--- config.mk ---
export PLATFORM = sky130hd
export DESIGN_NAME = uart_cmd_top
export DESIGN_NICKNAME = d
export VERILOG_FILES = /design/src/design/uart_cmd_pkg.sv /design/src/design/uart_cmd_ctrl.sv /design/src/design/uart_cmd_top.sv /design/src/design/uart_rx_frame.sv /design/src/design/uart_tx_frame.sv
export SDC_FILE = /design/constraint.sdc
export NUM_CORES = 1
export LEC_CHECK = 0
export BUFFER_PORTS_ARGS = -buffer_cell sky130_fd_sc_hd__buf_2
export CAP_MARGIN = 20
export CORE_MARGIN = 10
export CORE_UTILIZATION = 43
export CTS_CLUSTER_DIAMETER = 100
export DETAILED_ROUTE_END_ITERATION = 16
export GPL_TIMING_DRIVEN = 0
export SLEW_MARGIN = 20
export SYNTH_ARGS = -nofsm -noshare
export SYNTH_HDL_FRONTEND = slang
export SYNTH_SLANG_ARGS = --single-unit
--- constraint.sdc ---
create_clock -name clk -period 4.19 [get_ports clk]
set_clock_uncertainty 0.2 [all_clocks]
set_input_delay 1.0475 -clock clk [delete_from_list [all_inputs] [get_ports clk]]
set_output_delay 1.0475 -clock clk [all_outputs]
set_load 0.05 [all_outputs]
--- src/design/uart_cmd_pkg.sv ---
package uart_cmd_pkg;

  // ============================================================
  // Timing.
  // ============================================================

  // Bit time is kept short for simulation; a real build sets the baud divider here.
  localparam int CLKS_PER_BIT       = 16;
  localparam int GAP_CLKS           = 16;
  localparam int REPLY_TIMEOUT_CLKS = 400;

  localparam int BIT_CNT_W = $clog2(CLKS_PER_BIT);
  localparam int TMR_CNT_W = $clog2(REPLY_TIMEOUT_CLKS);

  // Start, eight data, parity, stop.
  localparam int FRAME_BITS = 11;
  localparam int BIT_IDX_W  = $clog2(FRAME_BITS);

  // ============================================================
  // Types.
  // ============================================================

  typedef logic [7:0] byte_t;
  typedef logic [6:0] addr_t;

  // High byte on the wire is {write, addr}.
  typedef struct packed {
    logic  write;
    addr_t addr;
    byte_t data;
  } cmd_t;

  typedef struct packed {
    byte_t data;
    logic  err;
  } rx_frame_t;

  typedef enum logic [2:0] {
    IDLE,
    SEND_HI,
    GAP,
    SEND_LO,
    READ_WAIT,
    REPORT
  } ctrl_state_t;

endpackage

--- src/design/uart_cmd_ctrl.sv ---
module uart_cmd_ctrl (
  input  logic                    clk,
  input  logic                    rst_n,
  input  uart_cmd_pkg::cmd_t      cmd_in,
  input  logic                    cmd_vld,
  output logic                    cmd_rdy,
  output logic                    tx_start,
  output uart_cmd_pkg::byte_t     tx_byte,
  input  logic                    tx_done,
  output logic                    rx_en,
  input  logic                    rx_start_seen,
  input  logic                    rx_done,
  input  uart_cmd_pkg::rx_frame_t rx_frame,
  output uart_cmd_pkg::byte_t     read_data,
  output logic                    read_rdy,
  output logic                    read_err
);
  import uart_cmd_pkg::*;

  ctrl_state_t          state;
  ctrl_state_t          state_nxt;
  cmd_t                 cmd_buf;
  logic [TMR_CNT_W-1:0] tmr;
  logic                 reply_started;
  logic                 cmd_take;
  logic                 gap_over;
  logic                 timed_out;

  assign cmd_take  = cmd_vld && cmd_rdy;
  // Leaves GAP one clock early so the registered tx_start lands on time.
  assign gap_over  = (tmr == TMR_CNT_W'(GAP_CLKS - 2));
  assign timed_out = !reply_started && !rx_start_seen
                     && (tmr == TMR_CNT_W'(REPLY_TIMEOUT_CLKS - 1));

  assign rx_en    = (state == READ_WAIT);
  assign read_rdy = (state == REPORT);

  always_comb
  begin
    state_nxt = state;
    case (state)
      IDLE:      if (cmd_take) state_nxt = SEND_HI;
      SEND_HI:   if (tx_done) state_nxt = cmd_buf.write ? GAP : READ_WAIT;
      GAP:       if (gap_over) state_nxt = SEND_LO;
      SEND_LO:   if (tx_done) state_nxt = IDLE;
      READ_WAIT: if (rx_done || timed_out) state_nxt = REPORT;
      REPORT:    state_nxt = IDLE;
      default:   state_nxt = IDLE;
    endcase
  end

  // ============================================================
  // State, timer and outputs.
  // ============================================================

  always_ff @(posedge clk or negedge rst_n)
  begin
    if (!rst_n)
    begin
      state         <= IDLE;
      cmd_rdy       <= 1'b1;
      tx_start      <= 1'b0;
      tx_byte       <= '0;
      tmr           <= '0;
      reply_started <= 1'b0;
      read_data     <= '0;
      read_err      <= 1'b0;
    end
    else
    begin
      state    <= state_nxt;
      cmd_rdy  <= (state_nxt == IDLE);
      tx_start <= 1'b0;

      if (state == IDLE && cmd_take)
      begin
        tx_start <= 1'b1;
        tx_byte  <= {cmd_in.write, cmd_in.addr};
      end
      else if (state == GAP && gap_over)
      begin
        tx_start <= 1'b1;
        tx_byte  <= cmd_buf.data;
      end

      // One counter serves both the write gap and the reply timeout.
      if (state_nxt != state)
        tmr <= '0;
      else if ((state == GAP || state == READ_WAIT) && !reply_started)
        tmr <= tmr + 1'b1;

      if (state != READ_WAIT)
        reply_started <= 1'b0;
      else if (rx_start_seen)
        reply_started <= 1'b1;

      if (state == READ_WAIT && rx_done)
      begin
        read_data <= rx_frame.data;
        read_err  <= rx_frame.err;
      end
      else if (state == READ_WAIT && timed_out)
      begin
        read_data <= '0;
        read_err  <= 1'b1;
      end
    end
  end

  always_ff @(posedge clk)
  begin
    if (cmd_take)
      cmd_buf <= cmd_in;
  end

  a_rdy_idle: assert property (@(posedge clk) disable iff (!rst_n) cmd_rdy |-> state == IDLE);

endmodule

--- src/design/uart_cmd_top.sv ---
module uart_cmd_top (
  input  logic                clk,
  input  logic                rst_n,
  input  uart_cmd_pkg::cmd_t  cmd_in,
  input  logic                cmd_vld,
  output logic                cmd_rdy,
  input  logic                rx,
  output logic                tx,
  output uart_cmd_pkg::byte_t read_data,
  output logic                read_rdy,
  output logic                read_err
);
  import uart_cmd_pkg::*;

  logic      tx_start;
  byte_t     tx_byte;
  logic      tx_done;
  logic      rx_en;
  logic      rx_start_seen;
  logic      rx_done;
  rx_frame_t rx_frame;

  uart_cmd_ctrl u_ctrl (
    .clk           (clk),
    .rst_n         (rst_n),
    .cmd_in        (cmd_in),
    .cmd_vld       (cmd_vld),
    .cmd_rdy       (cmd_rdy),
    .tx_start      (tx_start),
    .tx_byte       (tx_byte),
    .tx_done       (tx_done),
    .rx_en         (rx_en),
    .rx_start_seen (rx_start_seen),
    .rx_done       (rx_done),
    .rx_frame      (rx_frame),
    .read_data     (read_data),
    .read_rdy      (read_rdy),
    .read_err      (read_err)
  );

  uart_tx_frame u_tx (
    .clk      (clk),
    .rst_n    (rst_n),
    .tx_start (tx_start),
    .tx_byte  (tx_byte),
    .tx       (tx),
    .tx_done  (tx_done)
  );

  uart_rx_frame u_rx (
    .clk           (clk),
    .rst_n         (rst_n),
    .rx            (rx),
    .rx_en         (rx_en),
    .rx_start_seen (rx_start_seen),
    .rx_done       (rx_done),
    .rx_frame      (rx_frame)
  );

endmodule

--- src/design/uart_rx_frame.sv ---
module uart_rx_frame (
  input  logic                    clk,
  input  logic                    rst_n,
  input  logic                    rx,
  input  logic                    rx_en,
  output logic                    rx_start_seen,
  output logic                    rx_done,
  output uart_cmd_pkg::rx_frame_t rx_frame
);
  import uart_cmd_pkg::*;

  logic                 rx_meta;
  logic                 rx_sync;
  logic                 active;
  logic [BIT_CNT_W-1:0] clk_cnt;
  logic [BIT_IDX_W-1:0] bit_idx;
  logic                 bit_end;
  logic                 sample;
  byte_t                data_sh;
  logic                 par_bit;

  // Start bit is checked at half a bit; every later bit one full bit on.
  assign bit_end = (bit_idx == '0) ? (clk_cnt == BIT_CNT_W'(CLKS_PER_BIT / 2 - 1))
                                   : (clk_cnt == BIT_CNT_W'(CLKS_PER_BIT - 1));
  assign sample  = active && rx_en && bit_end;

  // ============================================================
  // Synchronizer and bit sequencing.
  // ============================================================

  always_ff @(posedge clk or negedge rst_n)
  begin
    if (!rst_n)
    begin
      rx_meta       <= 1'b1;
      rx_sync       <= 1'b1;
      active        <= 1'b0;
      clk_cnt       <= '0;
      bit_idx       <= '0;
      rx_start_seen <= 1'b0;
      rx_done       <= 1'b0;
    end
    else
    begin
      rx_meta       <= rx;
      rx_sync       <= rx_meta;
      rx_start_seen <= 1'b0;
      rx_done       <= 1'b0;
      if (!active)
      begin
        if (rx_en && !rx_sync)
        begin
          active  <= 1'b1;
          clk_cnt <= '0;
          bit_idx <= '0;
        end
      end
      else if (!rx_en)
      begin
        active <= 1'b0;
      end
      else if (bit_end)
      begin
        clk_cnt <= '0;
        bit_idx <= bit_idx + 1'b1;
        if (bit_idx == '0)
        begin
          // Line back high at mid start bit means a glitch.
          if (rx_sync)
            active <= 1'b0;
          else
            rx_start_seen <= 1'b1;
        end
        else if (bit_idx == BIT_IDX_W'(FRAME_BITS - 1))
        begin
          active  <= 1'b0;
          rx_done <= 1'b1;
        end
      end
      else
      begin
        clk_cnt <= clk_cnt + 1'b1;
      end
    end
  end

  // ============================================================
  // Data capture and frame check.
  // ============================================================

  always_ff @(posedge clk)
  begin
    if (sample)
    begin
      if (bit_idx != '0 && bit_idx <= BIT_IDX_W'(FRAME_BITS - 3))
      begin
        data_sh <= {rx_sync, data_sh[7:1]};
      end
      else if (bit_idx == BIT_IDX_W'(FRAME_BITS - 2))
      begin
        par_bit <= rx_sync;
      end
      else if (bit_idx == BIT_IDX_W'(FRAME_BITS - 1))
      begin
        rx_frame.data <= data_sh;
        // Odd parity: data plus parity must hold an odd count of ones.
        rx_frame.err  <= !(^{data_sh, par_bit}) || !rx_sync;
      end
    end
  end

  a_done_pulse: assert property (@(posedge clk) disable iff (!rst_n) rx_done |=> !rx_done);

endmodule

--- src/design/uart_tx_frame.sv ---
module uart_tx_frame (
  input  logic                clk,
  input  logic                rst_n,
  input  logic                tx_start,
  input  uart_cmd_pkg::byte_t tx_byte,
  output logic                tx,
  output logic                tx_done
);
  import uart_cmd_pkg::*;

  logic                  busy;
  logic [FRAME_BITS-2:0] shift_reg;
  logic [BIT_CNT_W-1:0]  clk_cnt;
  logic [BIT_IDX_W-1:0]  bit_idx;
  logic                  bit_end;

  assign bit_end = (clk_cnt == BIT_CNT_W'(CLKS_PER_BIT - 1));

  // Last clock of the stop bit.
  assign tx_done = busy && bit_end && (bit_idx == BIT_IDX_W'(FRAME_BITS - 1));

  always_ff @(posedge clk or negedge rst_n)
  begin
    if (!rst_n)
    begin
      busy      <= 1'b0;
      tx        <= 1'b1;
      shift_reg <= '1;
      clk_cnt   <= '0;
      bit_idx   <= '0;
    end
    else if (!busy)
    begin
      if (tx_start)
      begin
        // Start bit goes out now; stop, parity and data wait in the shifter.
        busy      <= 1'b1;
        tx        <= 1'b0;
        shift_reg <= {1'b1, ~^tx_byte, tx_byte};
        clk_cnt   <= '0;
        bit_idx   <= '0;
      end
    end
    else if (bit_end)
    begin
      clk_cnt <= '0;
      if (bit_idx == BIT_IDX_W'(FRAME_BITS - 1))
      begin
        busy <= 1'b0;
        tx   <= 1'b1;
      end
      else
      begin
        tx        <= shift_reg[0];
        shift_reg <= {1'b1, shift_reg[FRAME_BITS-2:1]};
        bit_idx   <= bit_idx + 1'b1;
      end
    end
    else
    begin
      clk_cnt <= clk_cnt + 1'b1;
    end
  end

  // Line must rest at mark level between frames.
  a_idle_high: assert property (@(posedge clk) disable iff (!rst_n) !busy |-> tx);

  // Controller only starts a frame once the previous one has finished.
  a_no_start_busy: assert property (@(posedge clk) disable iff (!rst_n) tx_start |-> !busy);

endmodule

==> impl_metrics.json <==
{
  "pre_cts_slack_ns": 0.617,
  "htree_levels": 3,
  "ant_nets": 0,
  "grt_usage_pct": 11.9,
  "drv_cap": 0,
  "overflow": 0,
  "hold_viol_final": 0,
  "p_per_area_nw_per_um2": 305,
  "cp.depth": 6,
  "worstHoldPathCells": 0,
  "cts_buffers": 9,
  "cts_sinks": 91,
  "tritoncts": "yes",
  "ios": 32,
  "wl_per_cell_um": 15.2,
  "synth_top_area_share_pct": 29.8,
  "dr.first_iter.drc_count": 157,
  "totalNegativeSetupSlack_ns": 0,
  "die_w_um": 120,
  "reg2regPathDepth": 6,
  "synth_edf_count": 27,
  "setup_viol": 0,
  "rsz0062_at_grt": "false",
  "nNetsFinal": 423,
  "worstMarginPinSlew_ns": 0.750,
  "clockRootBuffer": "clkbuf_8",
  "yosys.cell_count.top_type": "dfrtp_1",
  "place_congestion": 0.814,
  "hold_buffers": 0,
  "leakagePower_nw": 2.00,
  "cp_slowest_stage_delay_ns": 0.73,
  "cts_resized": 0,
  "worstSetupEndpointType": "flop",
  "worstSkewPairLatency_ns": 0.36,
  "worst_hold_path_type": "reg -> reg",
  "fp-row-count": 36,
  "final_max_slew_viol_count": 0,
  "postCtsSetupBuffers": 0,
  "post_drt_via_cell_ratio": 5.28,
  "finalCriticalPeriod_ns": 3.12,
  "status": "finished clean",
  "num_vias": 2802,
  "slew_headroom_pct": 49.8,
  "totalWireLength_um": 8090,
  "finalWorstSetupSlack_ns": 1.07,
  "dr.pass1.iters": 4,
  "grt_max_degree": 52,
  "grt_pass1_wl_um": 14100,
  "cp.arrival_ns": 3.17,
  "post-route-drc-count": 0,
  "dp_hpwl_um": 5660,
  "crit_type": "in -> reg",
  "synth.distinct_cells": 60,
  "antenna_cells": 0,
  "grt_antenna_before_repair": 0,
  "start_kind": "input pin",
  "synth_common_cells": "dfrtp_1 (51), edfxtp_1 (27), nor2_1 (23), nand2_1 (22), mux2_2 (16)",
  "async_flop_share_pct": 70.3,
  "area_growth_pct": 12.4,
  "fmax_mhz": 320,
  "synth_area_leaders": "dfrtp_1 (30%), edfxtp_1 (19%), dfstp_2 (8.0%), mux2_2 (4.2%), ha_1 (2.9%)",
  "yosysSeqAreaShare_pct": 56.7,
  "crit_chain": "buf_2 -> and2_1 -> nor4b_4 -> a31o_2 -> buf_2 -> mux2_2",
  "synth-seq-cells": 91,
  "yosys_most_used_dff": "dfrtp_1",
  "synthCells": 349,
  "drive_above_1_share_pct": 25.1,
  "yosys.area.top_type": "dfrtp_1",
  "die_area_um2": 14400,
  "core_region_area_um2": 9730,
  "yosys_warnings": 0,
  "die_h_um": 120,
  "crit_family": "simple AND/OR/NAND/NOR gates",
  "synth.avg_cell_area_um2": 12.3,
  "critPathMostFrequentCell": "buf_2",
  "syn_area_um2": 4290,
  "grt_pass1_vias": 2799,
  "cp.buffers_inverters": 2,
  "vdd_drop_max_v": 0.000194,
  "start_util_pct": 44.1,
  "r2r_setup_slack_ns": 1.11,
  "cts.clk_slew.worst_paths_ns": 0.09,
  "crit_path_top_delay_cell": "nor4b_4",
  "required_ns": 4.24,
  "fin_crit_sh_pct": 74.6,
  "path_max_fanout": 10,
  "port_buffers": 31,
  "clock_path_buffers": 2,
  "syn-num-nets": 379
}
==> cell usage in the layout (no fill, tap or decap), drive strengths merged, types with 10 or more instances in the layout <==
cell and n:
dfrtp 51, buf 41, edfxtp 27, nor2 24
nand2 23, mux2 16, clkbuf 16, xnor2 13
a21oi 13, dfstp 13, inv 13, o21ai 12
mux2i 12, a22o 12, nor3 10, ha 10
==> cells by family after synthesis <==
kind of cell	Yosys count	share of synthesized area (%)
multiplexers	28	7.01
adder cells (fa/ha/maj)	10	2.92
flip-flops	91	56.7
XOR/XNOR	23	5.46
buffers and inverters	27	2.86
AND/OR/NAND/NOR	108	14.9
AO/OA/AOI/OAI	62	10.2
==> worst register-to-register path: cells and delay by family (launching register included) <==
family	cells	cell delay, ns
AND/OR/NAND/NOR	3	1.48
buffers and inverters	1	0.13
flip-flops	1	0.45
adder cells (fa/ha/maj)	1	0.27
XOR/XNOR	1	0.20
==> through the flow <==
step	utilization (%)	total power, mW	area (um2)	hold WS [ns]	cells
6_report	49.5	1.47	4820	0.159	531
5_1_grt	49.5	1.53	4820	0.164	531
4_1_cts	49.5	1.49	4820	0.161	531
3_5_place_dp	47.8	0.958	4650	0.148	515
3_3_place_gp	47.4	0.955	4610	0.147	513
2_1_floorplan	-	0.933	4290	0.145	349
==> power breakdown <==
group | switching, mW | total [mW] | internal [mW]
sequential | 0.00136 | 0.915 | 0.913
combinational | 0.0149 | 0.0245 | 0.00964
clock | 0.316 | 0.529 | 0.212
==> area by class of cell <==
class                           count  area (um2)
Tap cell                          133         166
Sequential cell                    91        2430
Fill cell                         893        4910
Timing Repair Buffer               33         190
Buffer                             15        77.6
Inverter                           12        45.0
Multi-Input combinational cell    231        1740
Clock buffer                        9         124
Clock inverter                      7        43.8
==> final timing paths <==
check	from	end
worst min register to register	u_rx.rx_meta	u_rx.rx_sync
worst max-delay path	cmd_vld	u_ctrl.tx_byte[1]
worst max register to register	u_rx.bit_idx[0]	u_rx.rx_frame[7]
worst min-delay path	u_rx.rx_meta	u_rx.rx_sync
min in group asynchronous	rst_n	u_ctrl.read_data[3]
max in group asynchronous	rst_n	u_tx.shift_reg[6]
==> layer usage <==
metal | share of wire [%] | vias to the layer above | track usage, % | wire length (um)
met2 | 43 | 53 | 16.4 | 3440
li1 | - | 1362 | - | -
met5 | 0 | - | 0 | 0
met1 | 51 | 1373 | 17.1 | 4140
met3 | 4.8 | 14 | 3.66 | 389
met4 | 1.5 | 0 | 4.45 | 121
Note: power is estimated with default switching activity, not from simulation.
